[config.mk]
export PLATFORM = sky130hd
export DESIGN_NAME = ex_stage
export DESIGN_NICKNAME = d
export VERILOG_FILES = /design/src/verilog/ex_pkg.sv /design/src/verilog/ex_op_decode.sv /design/src/verilog/alu_replica.sv /design/src/verilog/alu_vote.sv /design/src/verilog/mult_unit.sv /design/src/verilog/ex_result.sv /design/src/verilog/ex_stage.sv
export SDC_FILE = /design/constraint.sdc
export NUM_CORES = 2
export LEC_CHECK = 0
export BUFFER_PORTS_ARGS = -buffer_cell sky130_fd_sc_hd__buf_2
export CORE_UTILIZATION = 50
export CTS_CLUSTER_SIZE = 30
export DETAILED_ROUTE_END_ITERATION = 7
export PLACE_DENSITY = 0.68
export SLEW_MARGIN = 0
export SYNTH_ARGS = -nofsm -noshare
export SYNTH_HDL_FRONTEND = slang
export SYNTH_SLANG_ARGS = --single-unit
[constraint.sdc]
create_clock -name clk -period 7.35 [get_ports clk]
set_input_delay 0 -clock clk [delete_from_list [all_inputs] [get_ports clk]]
set_output_delay 0 -clock clk [all_outputs]
set_load 0.05 [all_outputs]
[src/verilog/ex_pkg.sv]
/* Execute stage shared types */

package ex_pkg;

  // Datapath and register-file widths
  localparam int XLEN       = 32;
  localparam int REG_ADDR_W = 6;

  // Number of ALU replicas behind the voter
  localparam int N_REPLICA  = 4;

  // Outvote counter width per replica
  localparam int CNT_W      = 9;

  // ALU operations
  typedef enum logic [3:0] {
    ALU_ADD, ALU_SUB, ALU_AND, ALU_OR, ALU_XOR, ALU_SLL,
    ALU_SRL, ALU_SRA, ALU_SLT, ALU_SLTU, ALU_EQ, ALU_NE
  } alu_op_e;

  // Voted execute-stage operation
  typedef enum logic [2:0] {
    EX_NONE, EX_ALU, EX_MUL, EX_MULH, EX_CSR, EX_BRANCH, EX_LOAD
  } ex_op_e;

  // Write-back source on the forward port
  typedef enum logic [1:0] {
    WB_NONE, WB_ALU, WB_MULT, WB_CSR
  } wb_src_e;

  // One request copy per ALU replica
  typedef struct packed {
    alu_op_e         op;
    logic [XLEN-1:0] operand_a;
    logic [XLEN-1:0] operand_b;
    logic [XLEN-1:0] operand_c;
  } alu_req_t;

  // Control after the ID-stage vote
  typedef struct packed {
    ex_op_e                op;
    logic [XLEN-1:0]       mult_a;
    logic [XLEN-1:0]       mult_b;
    logic [REG_ADDR_W-1:0] rd_alu;
    logic                  rd_alu_we;
    logic [REG_ADDR_W-1:0] rd_lsu;
    logic                  rd_lsu_we;
  } ex_ctrl_t;

  // Register-file write port for forward and WB
  typedef struct packed {
    logic                  we;
    logic [REG_ADDR_W-1:0] waddr;
    logic [XLEN-1:0]       wdata;
  } fwd_port_t;

endpackage

[src/verilog/ex_op_decode.sv]
/* Execute operation decode */

`timescale 1ns/10ps

module ex_op_decode
  import ex_pkg::*;
(
  input  ex_op_e  op_i,
  output wb_src_e wb_src_o,
  output logic    mult_start_o,
  output logic    mult_high_o
);

  // Purely combinational map from voted op to datapath controls
  always_comb begin
    wb_src_o     = WB_NONE;
    mult_start_o = 1'b0;
    mult_high_o  = 1'b0;

    case (op_i)
      // Plain ALU result on the forward port
      EX_ALU: begin
        wb_src_o = WB_ALU;
      end
      // Low product, done in the same cycle
      EX_MUL: begin
        wb_src_o     = WB_MULT;
        mult_start_o = 1'b1;
      end
      // High product needs the extra cycle
      EX_MULH: begin
        wb_src_o     = WB_MULT;
        mult_start_o = 1'b1;
        mult_high_o  = 1'b1;
      end
      // CSR read data goes out on the ALU port
      EX_CSR: begin
        wb_src_o = WB_CSR;
      end
      // Branch resolves in EX, load writes back through the WB port
      EX_BRANCH, EX_LOAD: begin
        wb_src_o = WB_NONE;
      end
      default: begin
        wb_src_o = WB_NONE;
      end
    endcase
  end

endmodule

[src/verilog/alu_replica.sv]
/* Integer ALU replica */

`timescale 1ns/10ps

module alu_replica
  import ex_pkg::*;
(
  input  alu_req_t        req_i,
  output logic [XLEN-1:0] result_o,
  output logic            cmp_o
);

  logic [XLEN-1:0] op_a;
  logic [XLEN-1:0] op_b;
  logic [4:0]      shamt;
  logic            lt_signed;
  logic            lt_unsigned;

  assign op_a  = req_i.operand_a;
  assign op_b  = req_i.operand_b;
  // Only the low five bits count for a 32-bit shift
  assign shamt = op_b[4:0];

  assign lt_signed   = $signed(op_a) < $signed(op_b);
  assign lt_unsigned = op_a < op_b;

  // Comparison result, also the branch decision
  always_comb begin
    case (req_i.op)
      ALU_EQ:   cmp_o = (op_a == op_b);
      ALU_NE:   cmp_o = (op_a != op_b);
      ALU_SLT:  cmp_o = lt_signed;
      ALU_SLTU: cmp_o = lt_unsigned;
      default:  cmp_o = 1'b0;
    endcase
  end

  // Main result
  always_comb begin
    case (req_i.op)
      ALU_ADD:  result_o = op_a + op_b;
      ALU_SUB:  result_o = op_a - op_b;
      ALU_AND:  result_o = op_a & op_b;
      ALU_OR:   result_o = op_a | op_b;
      ALU_XOR:  result_o = op_a ^ op_b;
      ALU_SLL:  result_o = op_a << shamt;
      ALU_SRL:  result_o = op_a >> shamt;
      // Arithmetic shift keeps the sign
      ALU_SRA:  result_o = $unsigned($signed(op_a) >>> shamt);
      // Set-less-than and compares return 0 or 1
      ALU_SLT, ALU_SLTU, ALU_EQ, ALU_NE: begin
        result_o = {{(XLEN-1){1'b0}}, cmp_o};
      end
      default:  result_o = '0;
    endcase
  end

endmodule

[src/verilog/alu_vote.sv]
/* Quad ALU with majority vote */

`timescale 1ns/10ps

module alu_vote
  import ex_pkg::*;
#(
  parameter int FAULT_THRESHOLD = 255
) (
  input  logic                          clk,
  input  logic                          rst_n,
  input  alu_req_t [N_REPLICA-1:0]      alu_req_i,
  input  logic [1:0]                    sel_excl_i,
  input  logic                          enable_i,
  output logic [XLEN-1:0]               result_o,
  output logic                          cmp_o,
  output logic                          err_detected_o,
  output logic                          err_corrected_o,
  output logic [N_REPLICA-1:0]          permanent_fault_o,
  output logic [N_REPLICA-1:0]          fault_event_o
);

  logic [N_REPLICA-1:0][XLEN-1:0]  rep_result;
  logic [N_REPLICA-1:0]            rep_cmp;
  // Result and comparison voted as one word
  logic [N_REPLICA-1:0][XLEN:0]    vote_val;
  logic [XLEN:0]                   vote_out;
  logic [1:0]                      idx0, idx1, idx2;
  logic                            m01, m02, m12;
  logic [N_REPLICA-1:0]            outvote;
  logic [N_REPLICA-1:0]            outvote_en;
  logic [N_REPLICA-1:0][CNT_W-1:0] cnt_q, cnt_d;
  logic [N_REPLICA-1:0]            perm_q, perm_d;
  logic [N_REPLICA-1:0]            event_q;

  ////////////////////
  // Replicas
  ////////////////////
  for (genvar g = 0; g < N_REPLICA; g++) begin : g_replica
    alu_replica u_alu (
      .req_i    (alu_req_i[g]),
      .result_o (rep_result[g]),
      .cmp_o    (rep_cmp[g])
    );
    assign vote_val[g] = {rep_cmp[g], rep_result[g]};
  end

  ////////////////////
  // Voter
  ////////////////////
  // Three voting replicas in ascending order, skipping the excluded one
  assign idx0 = (sel_excl_i == 2'd0) ? 2'd1 : 2'd0;
  assign idx1 = (sel_excl_i <= 2'd1) ? 2'd2 : 2'd1;
  assign idx2 = (sel_excl_i <= 2'd2) ? 2'd3 : 2'd2;

  assign m01 = (vote_val[idx0] == vote_val[idx1]);
  assign m02 = (vote_val[idx0] == vote_val[idx2]);
  assign m12 = (vote_val[idx1] == vote_val[idx2]);

  always_comb begin
    vote_out        = vote_val[idx0];
    err_detected_o  = 1'b0;
    err_corrected_o = 1'b0;
    outvote         = '0;
    if (m01 && m12) begin
      // Unanimous
      vote_out = vote_val[idx0];
    end else if (m01) begin
      // Third replica is the odd one
      err_detected_o  = 1'b1;
      err_corrected_o = 1'b1;
      outvote[idx2]   = 1'b1;
    end else if (m02) begin
      err_detected_o  = 1'b1;
      err_corrected_o = 1'b1;
      outvote[idx1]   = 1'b1;
    end else if (m12) begin
      // First replica outvoted, take the majority
      vote_out        = vote_val[idx1];
      err_detected_o  = 1'b1;
      err_corrected_o = 1'b1;
      outvote[idx0]   = 1'b1;
    end else begin
      // No majority, lowest selected replica passes through
      err_detected_o = 1'b1;
    end
  end

  assign result_o = vote_out[XLEN-1:0];
  assign cmp_o    = vote_out[XLEN];

  ////////////////////
  // Outvote counters
  ////////////////////
  assign outvote_en = outvote & {N_REPLICA{enable_i}};

  always_comb begin
    for (int i = 0; i < N_REPLICA; i++) begin
      cnt_d[i] = cnt_q[i];
      // Saturate at all ones
      if (outvote_en[i] && (cnt_q[i] != '1)) begin
        cnt_d[i] = cnt_q[i] + 1'b1;
      end
      // Sticky once the threshold is hit
      perm_d[i] = perm_q[i] | (cnt_d[i] >= CNT_W'(FAULT_THRESHOLD));
    end
  end

  always_ff @(posedge clk or negedge rst_n) begin
    if (!rst_n) begin
      cnt_q   <= '0;
      perm_q  <= '0;
      event_q <= '0;
    end else begin
      cnt_q   <= cnt_d;
      perm_q  <= perm_d;
      event_q <= outvote_en;
    end
  end

  assign permanent_fault_o = perm_q;
  assign fault_event_o     = event_q;

endmodule

[src/verilog/mult_unit.sv]
/* Unsigned multiplier */

`timescale 1ns/10ps

module mult_unit
  import ex_pkg::*;
(
  input  logic            clk,
  input  logic            rst_n,
  input  logic            start_i,
  input  logic            high_i,
  input  logic [XLEN-1:0] op_a_i,
  input  logic [XLEN-1:0] op_b_i,
  input  logic            ex_ready_i,
  output logic [XLEN-1:0] result_o,
  output logic            ready_o
);

  typedef enum logic {
    MULT_IDLE,
    MULT_HIGH
  } mult_state_e;

  mult_state_e       state_q, state_d;
  logic [2*XLEN-1:0] product;
  // High half captured for the second cycle
  logic [XLEN-1:0]   prod_high_q;

  assign product = op_a_i * op_b_i;

  always_comb begin
    state_d  = state_q;
    ready_o  = 1'b1;
    result_o = product[XLEN-1:0];
    case (state_q)
      MULT_IDLE: begin
        // MULH stalls the stage for one cycle
        if (start_i && high_i) begin
          ready_o = 1'b0;
          state_d = MULT_HIGH;
        end
      end
      MULT_HIGH: begin
        result_o = prod_high_q;
        // Hold the product until the stage moves on
        if (ex_ready_i) begin
          state_d = MULT_IDLE;
        end
      end
      default: state_d = MULT_IDLE;
    endcase
  end

  always_ff @(posedge clk or negedge rst_n) begin
    if (!rst_n) begin
      state_q <= MULT_IDLE;
    end else begin
      state_q <= state_d;
    end
  end

  always_ff @(posedge clk) begin
    if (state_q == MULT_IDLE && start_i && high_i) begin
      prod_high_q <= product[2*XLEN-1:XLEN];
    end
  end

endmodule

[src/verilog/ex_result.sv]
/* Write ports and EX/WB register */

`timescale 1ns/10ps

module ex_result
  import ex_pkg::*;
(
  input  logic            clk,
  input  logic            rst_n,
  input  ex_ctrl_t        ctrl_i,
  input  wb_src_e         wb_src_i,
  input  logic [XLEN-1:0] alu_result_i,
  input  logic [XLEN-1:0] mult_result_i,
  input  logic [XLEN-1:0] csr_rdata_i,
  input  logic [XLEN-1:0] lsu_rdata_i,
  input  logic            mult_ready_i,
  input  logic            lsu_err_i,
  input  logic            lsu_ready_i,
  input  logic            wb_ready_i,
  output fwd_port_t       fwd_o,
  output fwd_port_t       wb_o,
  output logic            ex_ready_o,
  output logic            ex_valid_o
);

  logic                  all_ready;
  logic                  is_branch;
  logic                  wb_we_q;
  logic [REG_ADDR_W-1:0] wb_waddr_q;

  ////////////////////
  // Forward port
  ////////////////////
  always_comb begin
    fwd_o.we    = ctrl_i.rd_alu_we && (wb_src_i != WB_NONE);
    fwd_o.waddr = ctrl_i.rd_alu;
    case (wb_src_i)
      WB_ALU:  fwd_o.wdata = alu_result_i;
      WB_MULT: fwd_o.wdata = mult_result_i;
      WB_CSR:  fwd_o.wdata = csr_rdata_i;
      default: fwd_o.wdata = '0;
    endcase
  end

  ////////////////////
  // Stall control
  ////////////////////
  assign all_ready = mult_ready_i & lsu_ready_i & wb_ready_i;
  assign is_branch = (ctrl_i.op == EX_BRANCH);

  // Branches finish in EX, so they never wait on WB
  assign ex_ready_o = all_ready | is_branch;
  assign ex_valid_o = (ctrl_i.op != EX_NONE) & ~is_branch & all_ready;

  ////////////////////
  // EX/WB register
  ////////////////////
  always_ff @(posedge clk or negedge rst_n) begin
    if (!rst_n) begin
      wb_we_q    <= 1'b0;
      wb_waddr_q <= '0;
    end else if (ex_valid_o) begin
      // Faulting load never reaches the register file
      wb_we_q <= ctrl_i.rd_lsu_we & ~lsu_err_i;
      if (ctrl_i.rd_lsu_we && !lsu_err_i) begin
        wb_waddr_q <= ctrl_i.rd_lsu;
      end
    end else if (wb_ready_i) begin
      // WB idle and nothing new, flush the slot
      wb_we_q <= 1'b0;
    end
  end

  assign wb_o.we    = wb_we_q;
  assign wb_o.waddr = wb_waddr_q;
  // Load data arrives from the LSU in the WB cycle
  assign wb_o.wdata = lsu_rdata_i;

endmodule

[src/verilog/ex_stage.sv]
/* Fault-tolerant execute stage */

`timescale 1ns/10ps

module ex_stage
  import ex_pkg::*;
#(
  parameter int FAULT_THRESHOLD = 255
) (
  input  logic                     clk,
  input  logic                     rst_n,
  input  alu_req_t [N_REPLICA-1:0] alu_req_i,
  input  ex_ctrl_t                 ctrl_i,
  input  logic [1:0]               sel_excl_i,
  input  logic [XLEN-1:0]          csr_rdata_i,
  input  logic [XLEN-1:0]          lsu_rdata_i,
  input  logic                     lsu_err_i,
  input  logic                     lsu_ready_i,
  input  logic                     wb_ready_i,
  output fwd_port_t                fwd_o,
  output fwd_port_t                wb_o,
  output logic                     branch_decision_o,
  output logic [XLEN-1:0]          jump_target_o,
  output logic                     err_detected_o,
  output logic                     err_corrected_o,
  output logic [N_REPLICA-1:0]     permanent_fault_o,
  output logic [N_REPLICA-1:0]     fault_event_o,
  output logic                     ex_ready_o,
  output logic                     ex_valid_o
);

  wb_src_e         wb_src;
  logic            mult_start;
  logic            mult_high;
  logic            alu_en;
  logic [XLEN-1:0] alu_result;
  logic            alu_cmp;
  logic [XLEN-1:0] mult_result;
  logic            mult_ready;

  ex_op_decode u_decode (
    .op_i         (ctrl_i.op),
    .wb_src_o     (wb_src),
    .mult_start_o (mult_start),
    .mult_high_o  (mult_high)
  );

  // Outvotes only count when the ALU result is actually used
  assign alu_en = (ctrl_i.op == EX_ALU) || (ctrl_i.op == EX_BRANCH);

  alu_vote #(
    .FAULT_THRESHOLD (FAULT_THRESHOLD)
  ) u_alu_vote (
    .clk               (clk),
    .rst_n             (rst_n),
    .alu_req_i         (alu_req_i),
    .sel_excl_i        (sel_excl_i),
    .enable_i          (alu_en),
    .result_o          (alu_result),
    .cmp_o             (alu_cmp),
    .err_detected_o    (err_detected_o),
    .err_corrected_o   (err_corrected_o),
    .permanent_fault_o (permanent_fault_o),
    .fault_event_o     (fault_event_o)
  );

  // Branch resolution straight to IF
  assign branch_decision_o = alu_cmp;
  assign jump_target_o     = alu_req_i[0].operand_c;

  // Multiplier takes the voted operands, held by ex_ready_o
  mult_unit u_mult (
    .clk        (clk),
    .rst_n      (rst_n),
    .start_i    (mult_start),
    .high_i     (mult_high),
    .op_a_i     (ctrl_i.mult_a),
    .op_b_i     (ctrl_i.mult_b),
    .ex_ready_i (ex_ready_o),
    .result_o   (mult_result),
    .ready_o    (mult_ready)
  );

  ex_result u_result (
    .clk           (clk),
    .rst_n         (rst_n),
    .ctrl_i        (ctrl_i),
    .wb_src_i      (wb_src),
    .alu_result_i  (alu_result),
    .mult_result_i (mult_result),
    .csr_rdata_i   (csr_rdata_i),
    .lsu_rdata_i   (lsu_rdata_i),
    .mult_ready_i  (mult_ready),
    .lsu_err_i     (lsu_err_i),
    .lsu_ready_i   (lsu_ready_i),
    .wb_ready_i    (wb_ready_i),
    .fwd_o         (fwd_o),
    .wb_o          (wb_o),
    .ex_ready_o    (ex_ready_o),
    .ex_valid_o    (ex_valid_o)
  );

endmodule

### Yosys cells after proc, flatten, opt, wreduce, memory -nomap -nowiden

Index checks and enable logic that the tools add are counted.

* ROM bits: 0
* input port bits: 552
* output and inout port bits: 123
* latch bits: 0
* bits in writable memories: 0
* register bits: 84
* memories: 0
* logic and storage cells: 229

* mux-type cells: 52
* $add $sub $neg: 12
* multipliers: 1
* $lt $le $gt $ge: 20
* bitwise operators: 26
* div/mod/pow operators: 0
* shifts and indexed selects: 12
* equality and inequality tests: 67
* reductions and logical operators: 29

Operators by type and width (number)
* $pmux W32 S9: 4
* $lt A32 B32 Y1: 8
* $mux W33: 7
* $bmux W33 S2: 3
* $add A32 B32 Y32: 4
* $and A32 B32 Y32: 4
* $eq A32 B32 Y1: 4
* $ne A32 B32 Y1: 4
* $or A32 B32 Y32: 4
* $shl A32 B5 Y32: 4
* $shr A32 B5 Y32: 4
* $sshr A32 B5 Y32: 4
* $sub A32 B32 Y32: 4
* $xor A32 B32 Y32: 4
* $eq A33 B33 Y1: 3
* $pmux W32 S3: 1
* $eq A4 B3 Y1 const B: 16
* $eq A4 B4 Y1 const B: 16
* $mul A32 B32 Y64: 1
* $add A9 B1 Y9 const B: 4
* $ge A9 B8 Y1 const B: 4
* $mux W9: 4
* $ne A9 B9 Y1 const B: 4
* $eq A4 B2 Y1 const B: 8
* other kinds (32): 96

### Depth between registers and ports, before layout

* depth in word-level cells: 15
* mapped depth: 34
* gate-level depth less buffers: 33

### Hierarchy

From an unflattened synthesis, not the netlist that was laid out.

* cells, all modules: 10021
* area total of the unflattened synthesis: 77398.0 um^2

Modules (own cells, without submodules)
* mult_unit: seq. area each 985.9 um^2, cells an instance 3860, instances 1, area each 34986.1 um^2
* alu_replica at u_alu_vote.g_replica[0].u_alu ...: seq. area each 0.0 um^2, cells an instance 1298, instances 2, area each 8505.7 um^2
* alu_replica at u_alu_vote.g_replica[2].u_alu ...: seq. area each 0.0 um^2, cells an instance 1278, instances 2, area each 8495.6 um^2
* alu_vote: seq. area each 1101.1 um^2, cells an instance 829, instances 1, area each 6807.8 um^2
* ex_result: seq. area each 175.2 um^2, cells an instance 141, instances 1, area each 1308.8 um^2
* ex_stage: seq. area each 0.0 um^2, cells an instance 33, instances 1, area each 254.0 um^2
* ex_op_decode: seq. area each 0.0 um^2, cells an instance 6, instances 1, area each 38.8 um^2

### Worst setup path after synthesis

No wires, ideal clock.

* kind: input-to-reg
* start: in ctrl_i[16] in the netlist's numbering
* end: reg u_mult.prod_high_q[28] (data pin)
* library setup time: 0.265 ns
* arrival time: 7.434 ns
* cell stages on the path: 32
* path buffers: 1
* required time: 7.085 ns
* slack: -0.349 ns
* cell sequence: clkbuf_1 nand2_1 fa_1 inv_1 fa_1 inv_1 fa_1 inv_1 fa_1 inv_1 fa_1 inv_1 fa_1 fa_1 inv_1 fa_1 inv_1 ha_1 and3_1 nand2_1 nand2_1 a21oi_1 o22a_1 a31oi_1 a31oi_1 o41a_1 o2111ai_1 a31o_2 a21oi_1 or3_1 a32oi_1 xor2_1

* word-level cells in the longest chain between the ends: 1

RTL lines
* start: declaration: line ex_stage.sv:13 `input ex_ctrl_t ctrl_i,`
* $mul A32 B32 Y64: line mult_unit.sv:29 `assign product = op_a_i * op_b_i;`
* named net u_mult.product[60]: line mult_unit.sv:25 `logic [2*XLEN-1:0] product;`
* end signal: assignment: line mult_unit.sv:64 `prod_high_q <= product[2*XLEN-1:XLEN];`
* end: declaration: line mult_unit.sv:27 `logic [XLEN-1:0] prod_high_q;`

The timed path passes the listed nets, and every way through them passes these cells.
A chain may end at the register's enable or synchronous reset.

==> run_results.csv <==
group,metric,value,unit
sta,finalSetupViolations,0,
floorplanning,fp.dieH,412,um
cts,cts_root_buffer,"clkbuf_16",
outcome,status,"finished, violations left",
cts,cts_max_path_buffers,2,
layout,drive_above_1_share,0.176,
synthesis,ys_ff_latch,84,
floorplanning,core_area,167000,sq um
synthesis,seq_area_frac_synth,0.0269,
cts,cts_tree,"done",
min_path,hold_path_class,"input pin to output pin",
synthesis,async_reset_ff_frac,0.619,
route,antenna_left,0,
floorplanning,io_pins,675,
route,drc,35,
worst_setup_path,end_kind,"output pin",
cts,htreeDepth,3,
layout,final_nets,13450,
route,routed_wl,415,mm
sta,min_period,7.34,ns
sta,clock_skew,0.0164,ns
synthesis,synthDistinctLibCells,119,
placed_design,gp_congestion,1.10,
placed_design,port_buffers,438,
sta,timing_max_transition_violations_final,0,
layout,area_delta_synth_final,12.3,%
sta,period_share,0.999,
worst_setup_path,start_kind,"input pin",
worst_setup_path,cp_top_family,"compound AO/OA/AOI/OAI gates",
worst_setup_path,cp.required,7.35,ns
layout,layout_commonest_cell,"inv_1",
sta,hold_viol_final,0,
worst_setup_path,max_stage_delay,0.71,ns
cts,clock_latency,0.40,ns
synthesis,synth_edf_count,32,
floorplanning,start_util,0.504,
synthesis,ys_warn_count,0,
global_routing,grt_overflow_total,0,
global_routing,grt_pass1_vias,91025,
route,via_per_inst,6.86,
route,post_drt_wl_per_cell,30.6,um
sta,worst_pin_slew,1.37,ns
route,dr_total_vias,92908,
synthesis,synth_nets,12986,
sta,slew_headroom,0.0730,
synthesis,syn_area,84100,sq um
worst_setup_path,cp_common_cell,"buf_4",
route,initialDrtViolationCount,12866,
run,maxCapViolCount,0,
floorplanning,fp.dieW,412,um
worst_setup_path,cp.arrival,7.34,ns
worst_setup_path,cp_num_buf_inv,10,
floorplanning,rows,150,
synthesis,synth_flop_cell,"dfrtp_1",
global_routing,antenna_found_initial,16,
layout,final_cell_mix,"1403 x inv_1, 1400 x nand2_1, 892 x fa_1",
floorplanning,dieArea,170000,sq um
cts,cts_num_sinks,84,
worst_setup_path,worstPathMaxFanout,35,
outcome,violations,"design-rule violations",
global_routing,track_usage,0.475,
global_routing,grt_pass1_wl,606,mm
layout,fin_util,0.566,
route,firstDrtPassIters,8,
sta,rsz0062_at_grt,"true",
placed_design,place_hpwl,335,mm
sta,max_clock_freq,136,MHz
worst_setup_path,criticalPathCategory,"input pin to output pin",
global_routing,grt_max_degree,80,
synthesis,syn_avg_cell_area,7.74,sq um
cts,numCtsBuffers,9,
synthesis,netlist_instances,10871,
worst_setup_path,cp_slowest_cell,"a2111oi_1",
layout,n_fill_cell,15457,
==> registers in the layout, summed over array words and instances, names as in the netlist <==
name                          cells
u_result.wb_waddr_q               6
u_result.wb_we_q                  1
u_mult.state_q                    1
u_mult.prod_high_q               32
u_alu_vote.fault_event_o          4
u_alu_vote.cnt_q                 36
u_alu_vote.permanent_fault_o      4
==> metrics by stage <==
stage	cells	instance area [sq um]	setup WS, ns	TNS, ns	hold slack [ns]
2_1_floorplan	10871	84200	0.0112	0	-0.296
3_5_place_dp	13490	92400	-0.721	-13.55	0.000341
6_report	13552	94500	0.00705	0	0.0000193
3_3_place_gp	13490	92400	-0.615	-10.27	0.000341
5_1_grt	13549	94500	-0.176	-1.57	0.0000718
4_1_cts	13520	93200	-0.0781	-0.0811	0.000341
==> worst reg2reg max path: cells and delay by family, from the launching register on <==
kind	cells	cell delay [ns]
AND/OR/NAND/NOR	1	0.92
flip-flops	1	1.13
AO/OA/AOI/OAI	2	0.42
buffers and inverters	1	0.44
multiplexers	1	0.44
==> cell type report <==
class | count | area [sq um] | area share
timing repair buffer | 1354 | 10500 | 0.111
antenna | 8 | 20.0 | 0.000212
clock inverter | 7 | 76.3 | 0.000808
inverter | 1427 | 5360 | 0.0567
tap | 2204 | 2760 | 0.0292
multi-input combinational | 8459 | 73300 | 0.776
sequential | 84 | 2260 | 0.0239
clock buffer | 9 | 225 | 0.00238
==> path summary, 6_finish.rpt <==
| kind | startpoint | endpoint | slack (ns) | cells after the start |
|---|---|---|---|---|
| setup reg to reg | u_mult.state_q | u_result.wb_waddr_q[1] | 3.89 | 5 |
| setup / recovery | alu_req_i[332] | fwd_o[7] | 0.007 | 26 |
| max in group asynchronous | rst_n | u_alu_vote.cnt_q[35] | 6.48 | 3 |
| hold / removal | alu_req_i[2] | jump_target_o[2] | 0.00002 | 0 |
| hold reg to reg | u_alu_vote.cnt_q[5] | u_alu_vote.cnt_q[5] | 0.47 | 1 |
| min in group asynchronous | rst_n | u_alu_vote.cnt_q[21] | 0.31 | 3 |
==> synth_stat cells (all sizes together) (58+ instances only) <==
master	number	share of area
inv	1418	0.063
nand2	1411	0.063
fa	904	0.22
ha	659	0.098
nor2	619	0.028
clkbuf	605	0.027
a21oi	549	0.033
o21ai	440	0.026
mux2i	309	0.037
buf	295	0.021
and2	281	0.021
mux4	220	0.059
nor3	184	0.011
xnor2	171	0.018
nand3	166	0.0099
mux2	137	0.018
a211oi	136	0.012
o211ai	129	0.012
a31oi	108	0.0081
nor4	106	0.0084
a21o	104	0.0093
nor2b	96	0.0071
o22ai	94	0.0071
a22oi	93	0.0083
nand4	88	0.0065
nand2b	86	0.0064
o31ai	86	0.0077
a221oi	79	0.0083
a221o	73	0.0087
o221ai	73	0.0076
and3	65	0.0048
xor2	62	0.0065
o21bai	58	0.0052
==> layer usage <==
metal,up-vias,GRT usage,share of wire
met2,6843,0.716,0.43
met3,1738,0.131,0.12
met1,45505,0.591,0.36
met5,-,0,0.00029
met4,18,0.317,0.086
li1,38804,-,-
==> kinds of logic (layout without fill, tap and decap cells) <==
logic type | after synthesis | after routing | share of synthesized area
simple gates | 3369 | 3369 | 0.191
compound gates | 2628 | 2628 | 0.218
buf+inv | 2328 | 2797 | 0.112
fa+ha+maj | 1563 | 1563 | 0.313
mux | 666 | 666 | 0.114
xor+xnor | 233 | 233 | 0.0243
flops | 84 | 84 | 0.0269
other cells | 0 | 8 | 0
==> timing repair <==
action                                 CTS  global route
resized for setup                       79           249
endpoints found under the hold margin   59             0
hold buffers                             8             0
gates cloned                             0             6
setup buffers                            6            23
setup endpoints to repair               27            49
pin swaps                               22            87
Power is left out: the tool's default activity adds up to more than one toggle a clock period on the data nets, which glitch-free logic cannot reach.
